[config.mk]
export PLATFORM = sky130hd
export DESIGN_NAME = mem_pipe
export DESIGN_NICKNAME = d
export VERILOG_FILES = /design/src/design/mem_addr_pkg.sv /design/src/design/mem_op_pkg.sv /design/src/design/dtlb_entry.sv /design/src/design/mem_dmem.sv /design/src/design/mem_issue.sv /design/src/design/mem_pipe.sv /design/src/design/mem_xlate_check.sv
export SDC_FILE = /design/constraint.sdc
export NUM_CORES = 2
export LEC_CHECK = 0
export BUFFER_PORTS_ARGS = -buffer_cell sky130_fd_sc_hd__buf_2
export CAP_MARGIN = 20
export CORE_MARGIN = 2
export CORE_UTILIZATION = 45
export DETAILED_ROUTE_END_ITERATION = 7
export PLACE_DENSITY = 0.57
export SETUP_SLACK_MARGIN = 0.05
export SYNTH_ARGS = -nofsm -noshare
export SYNTH_HDL_FRONTEND = slang
export SYNTH_MEMORY_MAX_BITS = 65536
export SYNTH_SLANG_ARGS = --single-unit
[constraint.sdc]
create_clock -name clk_i -period 6 [get_ports clk_i]
set_clock_uncertainty 0.05 [all_clocks]
set_input_delay 0.6 -clock clk_i [delete_from_list [all_inputs] [get_ports clk_i]]
set_output_delay 0.6 -clock clk_i [all_outputs]
set_load 0.005 [all_outputs]
[src/design/mem_addr_pkg.sv]
/*
 * Address widths for the data memory pipe, virtual and physical
 * tag typedefs, TLB entry and TLB fill structs
 */
package mem_addr_pkg;

   localparam int vaddr_width_gp       = 39;
   localparam int page_offset_width_gp = 12;
   localparam int ptag_width_gp        = 16;

   // Derived widths
   localparam int vtag_width_gp  = vaddr_width_gp - page_offset_width_gp;
   localparam int paddr_width_gp = ptag_width_gp + page_offset_width_gp;

   typedef logic [vaddr_width_gp-1:0]       vaddr_t;
   typedef logic [vtag_width_gp-1:0]        vtag_t;
   typedef logic [ptag_width_gp-1:0]        ptag_t;
   typedef logic [page_offset_width_gp-1:0] page_offset_t;
   typedef logic [paddr_width_gp-1:0]       paddr_t;

   // Leaf PTE bits kept per TLB entry
   typedef struct packed {
      ptag_t ptag;
      logic  u;
      logic  w;
      logic  d;
   } tlb_entry_s;

   // Fill from outside, the walker itself is not part of the pipe
   typedef struct packed {
      vtag_t      vtag;
      tlb_entry_s entry;
   } tlb_fill_s;

endpackage

[src/design/mem_op_pkg.sv]
/*
 * Memory op and fault encodings, register data type, request,
 * translation info, stage and result structs, op decode functions
 */
package mem_op_pkg;

   typedef enum logic [3:0] {
      e_lb, e_lbu, e_lh, e_lhu, e_lw, e_lwu, e_ld,
      e_sb, e_sh, e_sw, e_sd
   } mem_op_e;

   typedef enum logic [2:0] {
      e_fault_none,
      e_fault_misaligned,
      e_fault_page,
      e_fault_access,
      e_fault_tlb_miss
   } mem_fault_e;

   typedef logic [63:0] reg_data_t;

   typedef struct packed {
      mem_op_e   op;
      reg_data_t rs1;
      reg_data_t rs2;
      reg_data_t imm;
   } mem_req_s;

   // priv_user is 1 for U mode, 0 for S mode
   typedef struct packed {
      logic translation_en;
      logic priv_user;
      logic mstatus_sum;
   } trans_info_s;

   typedef struct packed {
      logic                 valid;
      mem_op_e              op;
      logic                 eaddr_fault;
      mem_addr_pkg::vaddr_t vaddr;
      reg_data_t            data;
   } mem_stage_s;

   typedef struct packed {
      mem_fault_e           fault;
      mem_addr_pkg::vaddr_t vaddr;
      reg_data_t            data;
   } mem_result_s;

   function automatic logic op_is_store(mem_op_e op);
      return op inside {e_sb, e_sh, e_sw, e_sd};
   endfunction

   // Access size as log2 of the byte count
   function automatic logic [1:0] op_size_log2(mem_op_e op);
      case (op)
         e_lb, e_lbu, e_sb: return 2'd0;
         e_lh, e_lhu, e_sh: return 2'd1;
         e_lw, e_lwu, e_sw: return 2'd2;
         default:           return 2'd3;
      endcase
   endfunction

endpackage

[src/design/dtlb_entry.sv]
/*
 * One fully associative data TLB entry with fill, flush
 * and tag compare
 */
`timescale 1ns/100ps

module dtlb_entry (
   input  logic                     clk_i,
   input  logic                     reset_i,
   input  logic                     flush_i,
   input  logic                     fill_v_i,
   input  mem_addr_pkg::tlb_fill_s  fill_i,
   input  mem_addr_pkg::vtag_t      lookup_vtag_i,
   output logic                     hit_o,
   output mem_addr_pkg::tlb_entry_s entry_o
);

   logic                     valid_r;
   mem_addr_pkg::vtag_t      vtag_r;
   mem_addr_pkg::tlb_entry_s entry_r;

   // A fill in the same cycle as a flush keeps the entry
   always_ff @(posedge clk_i) begin
      if (reset_i) begin
         valid_r <= 1'b0;
      end else if (fill_v_i) begin
         valid_r <= 1'b1;
      end else if (flush_i) begin
         valid_r <= 1'b0;
      end
   end

   always_ff @(posedge clk_i) begin
      if (fill_v_i) begin
         vtag_r  <= fill_i.vtag;
         entry_r <= fill_i.entry;
      end
   end

   // Compare against state before the edge
   assign hit_o   = valid_r & (vtag_r == lookup_vtag_i);
   assign entry_o = entry_r;

endmodule

[src/design/mem_dmem.sv]
/*
 * Physical dword memory with byte-lane stores and
 * sign or zero extended registered loads
 */
`timescale 1ns/100ps

module mem_dmem #(
   parameter int dmem_words_p = 64
) (
   input  logic                  clk_i,
   input  logic                  acc_v_i,
   input  mem_addr_pkg::paddr_t  acc_paddr_i,
   input  mem_op_pkg::mem_op_e   acc_op_i,
   input  mem_op_pkg::reg_data_t acc_data_i,
   output mem_op_pkg::reg_data_t load_data_o
);

   localparam int idx_width_lp = (dmem_words_p > 1) ? $clog2(dmem_words_p) : 1;

   mem_op_pkg::reg_data_t   mem_r [dmem_words_p];
   mem_op_pkg::reg_data_t   wdata, rdata, load_ext, load_data_r;
   logic [idx_width_lp-1:0] idx;
   logic [2:0]              off;
   logic [1:0]              size;
   logic [7:0]              lane_mask, byte_en;
   logic                    is_store;

   assign idx      = acc_paddr_i[3 +: idx_width_lp];
   assign off      = acc_paddr_i[2:0];
   assign size     = mem_op_pkg::op_size_log2(acc_op_i);
   assign is_store = mem_op_pkg::op_is_store(acc_op_i);

   always_comb begin
      case (size)
         2'd0:    lane_mask = 8'h01;
         2'd1:    lane_mask = 8'h03;
         2'd2:    lane_mask = 8'h0f;
         default: lane_mask = 8'hff;
      endcase
   end

   // Address is aligned here, so the lanes never wrap
   assign byte_en = lane_mask << off;
   assign wdata   = acc_data_i << {off, 3'b000};
   assign rdata   = mem_r[idx] >> {off, 3'b000};

   always_comb begin
      case (acc_op_i)
         mem_op_pkg::e_lb:  load_ext = {{56{rdata[7]}}, rdata[7:0]};
         mem_op_pkg::e_lbu: load_ext = {56'b0, rdata[7:0]};
         mem_op_pkg::e_lh:  load_ext = {{48{rdata[15]}}, rdata[15:0]};
         mem_op_pkg::e_lhu: load_ext = {48'b0, rdata[15:0]};
         mem_op_pkg::e_lw:  load_ext = {{32{rdata[31]}}, rdata[31:0]};
         mem_op_pkg::e_lwu: load_ext = {32'b0, rdata[31:0]};
         mem_op_pkg::e_ld:  load_ext = rdata;
         default:           load_ext = '0;
      endcase
   end

   always_ff @(posedge clk_i) begin
      if (acc_v_i && is_store) begin
         for (int b = 0; b < 8; b++) begin
            if (byte_en[b]) begin
               mem_r[idx][b*8 +: 8] <= wdata[b*8 +: 8];
            end
         end
      end
      // Stores and blocked accesses return zero
      load_data_r <= (acc_v_i && !is_store) ? load_ext : '0;
   end

   assign load_data_o = load_data_r;

endmodule

[src/design/mem_issue.sv]
/*
 * Issue stage: effective address, canonical check, stage-1
 * register and round-robin TLB fill steering
 */
`timescale 1ns/100ps

module mem_issue #(
   parameter int dtlb_els_p = 4
) (
   input  logic                          clk_i,
   input  logic                          reset_i,
   input  logic                          req_v_i,
   input  mem_op_pkg::mem_req_s          req_i,
   input  logic                          fill_v_i,
   output mem_op_pkg::mem_stage_s        stage_o,
   output mem_addr_pkg::vtag_t           lookup_vtag_o,
   output logic [dtlb_els_p-1:0]         fill_sel_o
);

   localparam int eaddr_pad_lp = 64 - mem_addr_pkg::vaddr_width_gp;
   localparam int ptr_width_lp = (dtlb_els_p > 1) ? $clog2(dtlb_els_p) : 1;
   localparam logic [dtlb_els_p-1:0] sel_one_lp = 1;

   mem_op_pkg::reg_data_t   eaddr;
   logic                    eaddr_fault;
   mem_op_pkg::mem_stage_s  stage_r;
   logic [ptr_width_lp-1:0] fill_ptr_r;

   assign eaddr = req_i.rs1 + req_i.imm;

   // Upper bits must replicate the top vaddr bit
   assign eaddr_fault = eaddr[63:mem_addr_pkg::vaddr_width_gp]
                        != {eaddr_pad_lp{eaddr[mem_addr_pkg::vaddr_width_gp-1]}};

   always_ff @(posedge clk_i) begin
      if (reset_i) begin
         stage_r.valid <= 1'b0;
      end else begin
         stage_r.valid <= req_v_i;
      end
      if (req_v_i) begin
         stage_r.op          <= req_i.op;
         stage_r.eaddr_fault <= eaddr_fault;
         stage_r.vaddr       <= eaddr[mem_addr_pkg::vaddr_width_gp-1:0];
         stage_r.data        <= req_i.rs2;
      end
   end

   assign stage_o = stage_r;

   // TLB lookup happens in the checker cycle
   assign lookup_vtag_o =
      stage_r.vaddr[mem_addr_pkg::page_offset_width_gp +: mem_addr_pkg::vtag_width_gp];

   // Replacement pointer steps once per fill
   always_ff @(posedge clk_i) begin
      if (reset_i) begin
         fill_ptr_r <= '0;
      end else if (fill_v_i) begin
         if (fill_ptr_r == ptr_width_lp'(dtlb_els_p - 1)) begin
            fill_ptr_r <= '0;
         end else begin
            fill_ptr_r <= fill_ptr_r + 1'b1;
         end
      end
   end

   assign fill_sel_o = fill_v_i ? (sel_one_lp << fill_ptr_r) : '0;

   a_fill_sel_onehot: assert property (@(posedge clk_i) disable iff (reset_i)
      $onehot0(fill_sel_o))
      else $error("fill_sel_o selects more than one TLB entry");

endmodule

[src/design/mem_pipe.sv]
/*
 * Top of the data memory pipe: issue, TLB entries,
 * translate and check stage, physical memory
 */
`timescale 1ns/100ps

module mem_pipe #(
   parameter int dtlb_els_p   = 4,
   parameter int dmem_words_p = 64
) (
   input  logic                    clk_i,
   input  logic                    reset_i,
   input  logic                    req_v_i,
   input  mem_op_pkg::mem_req_s    req_i,
   input  mem_op_pkg::trans_info_s trans_i,
   input  logic                    fill_v_i,
   input  mem_addr_pkg::tlb_fill_s fill_i,
   input  logic                    sfence_i,
   output logic                    result_v_o,
   output mem_op_pkg::mem_result_s result_o
);

   mem_op_pkg::mem_stage_s                    stage;
   mem_addr_pkg::vtag_t                       lookup_vtag;
   logic [dtlb_els_p-1:0]                     fill_sel;
   logic [dtlb_els_p-1:0]                     tlb_hit;
   mem_addr_pkg::tlb_entry_s [dtlb_els_p-1:0] tlb_entries;
   logic                                      acc_v;
   mem_addr_pkg::paddr_t                      acc_paddr;
   mem_op_pkg::mem_op_e                       acc_op;
   mem_op_pkg::reg_data_t                     acc_data;
   mem_op_pkg::reg_data_t                     load_data;
   mem_op_pkg::mem_fault_e                    fault;
   mem_addr_pkg::vaddr_t                      vaddr;

   mem_issue #(.dtlb_els_p(dtlb_els_p)) issue0 (
      .clk_i(clk_i), .reset_i(reset_i),
      .req_v_i(req_v_i), .req_i(req_i), .fill_v_i(fill_v_i),
      .stage_o(stage), .lookup_vtag_o(lookup_vtag), .fill_sel_o(fill_sel)
   );

   for (genvar i = 0; i < dtlb_els_p; i++) begin : g_dtlb
      dtlb_entry entry0 (
         .clk_i(clk_i), .reset_i(reset_i), .flush_i(sfence_i),
         .fill_v_i(fill_sel[i]), .fill_i(fill_i),
         .lookup_vtag_i(lookup_vtag),
         .hit_o(tlb_hit[i]), .entry_o(tlb_entries[i])
      );
   end

   mem_xlate_check #(.dtlb_els_p(dtlb_els_p), .dmem_words_p(dmem_words_p)) xlate0 (
      .clk_i(clk_i), .reset_i(reset_i),
      .stage_i(stage), .trans_i(trans_i),
      .hit_i(tlb_hit), .entries_i(tlb_entries),
      .acc_v_o(acc_v), .acc_paddr_o(acc_paddr), .acc_op_o(acc_op), .acc_data_o(acc_data),
      .result_v_o(result_v_o), .fault_o(fault), .vaddr_o(vaddr)
   );

   mem_dmem #(.dmem_words_p(dmem_words_p)) dmem0 (
      .clk_i(clk_i), .acc_v_i(acc_v), .acc_paddr_i(acc_paddr),
      .acc_op_i(acc_op), .acc_data_i(acc_data), .load_data_o(load_data)
   );

   assign result_o = '{fault: fault, vaddr: vaddr, data: load_data};

endmodule

[src/design/mem_xlate_check.sv]
/*
 * Translate and check stage: TLB hit select or passthrough,
 * prioritized fault checks, memory access gating, stage-2 status
 */
`timescale 1ns/100ps

module mem_xlate_check #(
   parameter int dtlb_els_p   = 4,
   parameter int dmem_words_p = 64
) (
   input  logic                                     clk_i,
   input  logic                                     reset_i,
   input  mem_op_pkg::mem_stage_s                   stage_i,
   input  mem_op_pkg::trans_info_s                  trans_i,
   input  logic [dtlb_els_p-1:0]                    hit_i,
   input  mem_addr_pkg::tlb_entry_s [dtlb_els_p-1:0] entries_i,
   output logic                                     acc_v_o,
   output mem_addr_pkg::paddr_t                     acc_paddr_o,
   output mem_op_pkg::mem_op_e                      acc_op_o,
   output mem_op_pkg::reg_data_t                    acc_data_o,
   output logic                                     result_v_o,
   output mem_op_pkg::mem_fault_e                   fault_o,
   output mem_addr_pkg::vaddr_t                     vaddr_o
);

   localparam int unsigned dmem_bytes_lp = dmem_words_p * 8;
   localparam int offset_w_lp = mem_addr_pkg::page_offset_width_gp;

   mem_addr_pkg::tlb_entry_s entry_sel;
   mem_addr_pkg::ptag_t      ptag;
   mem_addr_pkg::paddr_t     paddr;
   mem_op_pkg::mem_fault_e   fault;
   mem_op_pkg::mem_fault_e   fault_r;
   mem_addr_pkg::vaddr_t     vaddr_r;
   logic                     result_v_r;
   logic [1:0]               size;
   logic                     hit_any, is_store, xlate_on;
   logic                     misaligned, priv_fault, write_fault;
   logic                     page_fault, tlb_miss, access_fault;

   always_comb begin
      entry_sel = '0;
      for (int i = 0; i < dtlb_els_p; i++) begin
         if (hit_i[i]) begin
            entry_sel = entries_i[i];
         end
      end
   end

   assign hit_any  = |hit_i;
   assign xlate_on = trans_i.translation_en;
   assign is_store = mem_op_pkg::op_is_store(stage_i.op);
   assign size     = mem_op_pkg::op_size_log2(stage_i.op);

   // Passthrough takes the physical tag straight from the vaddr
   assign ptag  = xlate_on ? entry_sel.ptag
                           : stage_i.vaddr[offset_w_lp +: mem_addr_pkg::ptag_width_gp];
   assign paddr = {ptag, stage_i.vaddr[offset_w_lp-1:0]};

   always_comb begin
      case (size)
         2'd0:    misaligned = 1'b0;
         2'd1:    misaligned = stage_i.vaddr[0];
         2'd2:    misaligned = |stage_i.vaddr[1:0];
         default: misaligned = |stage_i.vaddr[2:0];
      endcase
   end

   assign priv_fault  = trans_i.priv_user ? ~entry_sel.u
                                          : (entry_sel.u & ~trans_i.mstatus_sum);
   assign write_fault = is_store & ~(entry_sel.w & entry_sel.d);
   assign page_fault  = xlate_on & (stage_i.eaddr_fault
                                    | (hit_any & (priv_fault | write_fault)));
   assign tlb_miss     = xlate_on & ~hit_any;
   assign access_fault = 32'(paddr) >= dmem_bytes_lp;

   assign fault = misaligned   ? mem_op_pkg::e_fault_misaligned :
                  page_fault   ? mem_op_pkg::e_fault_page       :
                  tlb_miss     ? mem_op_pkg::e_fault_tlb_miss   :
                  access_fault ? mem_op_pkg::e_fault_access     :
                                 mem_op_pkg::e_fault_none;

   // Only clean accesses reach the memory
   assign acc_v_o     = stage_i.valid & (fault == mem_op_pkg::e_fault_none);
   assign acc_paddr_o = paddr;
   assign acc_op_o    = stage_i.op;
   assign acc_data_o  = stage_i.data;

   always_ff @(posedge clk_i) begin
      if (reset_i) begin
         result_v_r <= 1'b0;
      end else begin
         result_v_r <= stage_i.valid;
      end
      if (stage_i.valid) begin
         fault_r <= fault;
         vaddr_r <= stage_i.vaddr;
      end
   end

   assign result_v_o = result_v_r;
   assign fault_o    = fault_r;
   assign vaddr_o    = vaddr_r;

   a_single_hit: assert property (@(posedge clk_i) disable iff (reset_i)
      stage_i.valid && xlate_on |-> $onehot0(hit_i))
      else $error("more than one TLB entry hit on a lookup");

endmodule

==> flow_summary_export.csv <==
group,metric,value,unit
synth,synth_cells,8475,
critical_path,endpoint_kind,"flip-flop",
synth,synthFlopType,"edfxtp_1",
sta,fin_crit_sh,93.60,%
critical_path,cp-startpoint,"issue0.lookup_vtag_o[20]",
pwr,powerDensity,378.4,nW/um^2
clock_tree,cts-resized-gates,0,
placed_design,dp_hpwl,372200,um
job,max-cap-violations,0,
synth,async_flop_share,0,%
synth,synth.top_cells.by_count,"edfxtp_1, mux4_2, nor2_1",
final_layout,syn_to_final_growth,15.89,%
global_route,grt_pass1_vias,92020,
run_status,outcome,"finished clean",
pwr,ir_drop,0.2847,mV
routing,num_vias,92520,
critical_path,arrival,6.20,ns
die,die_h,635.3,um
sta,setup_viol,0,
clock_tree,clk_latency,1.07,ns
sta,slew_viol_final,0,
routing,dr_wl_met2,262700,um
synth,syn_nets,8793,
clock_tree,cts_buffer_depth,4,
synth,synth.top_cells.by_area,"edfxtp_1, mux4_2, nor2_1, dfxtp_1, mux2i_1",
clock_tree,cts_tree,"yes",
global_route,track_usage,26.70,%
synth,seq_area_frac_synth,75.07,%
synth,synth_area_leader_cell,"edfxtp_1",
sta,hold_viol,0,
final_layout,fin_cells,15220,
pwr,p_leak,62.72,nW
synth,synth.distinct_cells,81,
min_path,min_from,"req_i[138]",
clock_tree,post_cts_buffers,0,
critical_path,required,6.58,ns
clock_tree,cts.htree.levels,5,
critical_path,regToRegSetupSlack,0.38,ns
clock_tree,hold_buffers,122,
sta,fmax,178.1,MHz
sta,whs,0.1459,ns
sta,tightest_slew,1.146,ns
sta,max_slew_margin,23.39,%
global_route,grt_pass1_wl,751300,um
synth,synth_edf_count,4430,
final_layout,stdcell_area,207800,sq um
die,coreArea,396300,sq um
routing,wl_met1,205200,um
clock_tree,cts_inserted_buffers,456,
synth,netlist.area_leader.share,74.18,%
routing,drt_first_pass_iters,6,
critical_path,crit_fanout,64,
die,ios,357,
final_layout,final_nets,9777,
sta,fin_crit,5.616,ns
critical_path,crit_type,"flip-flop to flip-flop",
synth,ys_ff_latch,4510,
clock_tree,clk_pin_slew,0.06,ns
placed_design,placed_cells,14120,
critical_path,startpoint_type,"flip-flop",
min_path,hp-class,"input pin to flip-flop",
synth,synth.most_common_cell,"edfxtp_1",
global_route,grt_remaining_overflow,0,
die,rows,231,
placed_design,globalplace.congestion,0.9440,
clock_tree,clock_sinks,4510,
die,die_w,635.3,um
routing,routed.top_layer,"met5",
critical_path,r2r-start,"issue0.lookup_vtag_o[20]",
placed_design,io_buffer_count,356,
routing,drc,0,
routing,dr_wl_met3,47400,um
clock_tree,cts_root_buf,"clkbuf_16",
routing,drt-total-wl,544300,um
routing,vias_per_cell,6.079,
routing,ant_nets,0,
die,dieArea,403600,sq um
synth,netlist_area,179300,sq um
final_layout,nFillCells,30740,
synth,syn_area_per_cell,21.16,sq um
sta,rsz0062_at_grt,"no",
placed_design,placed_area,190700,sq um
global_route,antenna_found_initial,46,
synth,yosysWarnings,0,
sta,fin_tns_setup,0,ns
routing,wl_per_cell,35.76,um
global_route,grt_max_degree,89,
routing,drt-initial-drc-count,11810,
die,start_util,45.26,%
final_layout,drive_gt1_share,31.58,%
==> flip-flops by register name, indices dropped and copies added, names as in the netlist, 3 cells and up, named ones only <==
name,cells
dmem0.load_data_o,64
dmem0.mem_r,4096
g_dtlb.entry0.entry_o,76
g_dtlb.entry0.valid_r,4
g_dtlb.entry0.vtag_r,108
issue0.lookup_vtag_o,27
issue0.stage_o,82
xlate0.fault_o,3
xlate0.vaddr_o,39
==> logic make-up (layout without fill, tap and decap cells) <==
group                    after synthesis  count (layout)  share of synthesized area (%)
XOR/XNOR                             162             162                         0.7912
flip-flops                          4510            4510                          75.07
AO/OA/AOI/OAI                        504             504                          1.802
other                                  0             118                              0
multiplexers                        1495            1495                          17.66
buffers and inverters                517            1902                          1.258
adder cells (fa/ha/maj)               68              68                         0.4786
AND/OR/NAND/NOR                     1219            1219                          2.944
==> worst max-delay path, stage by stage, from the launching register on <==
cell and delay [ns]:
edfxtp_1 0.49, xnor2_1 0.24, nand4_1 0.17, nor4_1 0.62, nand2_1 0.19, o311a_1 0.37, o31ai_1 0.26, mux2_1 0.39
o31a_1 0.46, nor4_4 0.27, buf_4 0.31, o2111ai_4 0.15, buf_4 0.40, nor2_1 0.72
==> cell type report <==
cell class	count	area, sq um	area share (%)
Antenna cell	118	295.3	0.1421
Clock buffer	522	11780	5.669
Clock inverter	337	3819	1.837
Inverter	40	152.6	0.07344
Multi-Input combinational cell	3448	43050	20.71
Sequential cell	4510	134700	64.79
Tap cell	5242	6559	3.156
Timing Repair Buffer	1003	7528	3.622
==> power breakdown <==
group,switching (mW),total [mW],internal [mW]
clock,12.5,29.3,16.8
combinational,8.20,13.0,4.83
sequential,0.411,36.3,35.9
==> per-stage QoR <==
stage | worst slack (ns) | power (mW) | utilization [%]
6_report | 0.3837 | 78.64 | 52.45
5_1_grt | 0.09022 | 80.71 | 52.42
4_1_cts | 0.3981 | 79.08 | 52.36
3_5_place_dp | 0.4724 | 49.95 | 48.12
3_3_place_gp | 0.4127 | 49.79 | 48.07
2_1_floorplan | 0.6487 | 44.17 | -
==> routing by layer <==
metal  vias to the layer above  GRT usage [%]
met3                       922          5.933
met1                     49410          34.74
met2                      4825          42.93
met5                         -              0
li1                      37360              -
met4                         6          12.75
==> layout by cell type (no fill, tap or decap), types with 73 or more instances in the layout <==
master         count
clkinv_2          95
clkinv_1          92
buf_4            479
edfxtp_1        4430
nand2_1          293
o21ai_0           89
mux4_2          1331
xnor2_1          114
clkbuf_16        460
dfxtp_1           73
dlygate4sd3_1    122
nor2_1           625
a21oi_1          157
mux2i_1          127
buf_2            355
diode_2          118
==> path summary, 6_finish.rpt <==
| path | endpoint | cells past startpoint |
|---|---|---|
| worst min-delay path | issue0.stage_o[74] | 3 |
| worst max-delay path | dmem0.mem_r[27][42] | 13 |
| worst max register to register | dmem0.mem_r[27][42] | 13 |
| worst min register to register | xlate0.vaddr_o[10] | 0 |
Power figures use the tool's default switching activity.
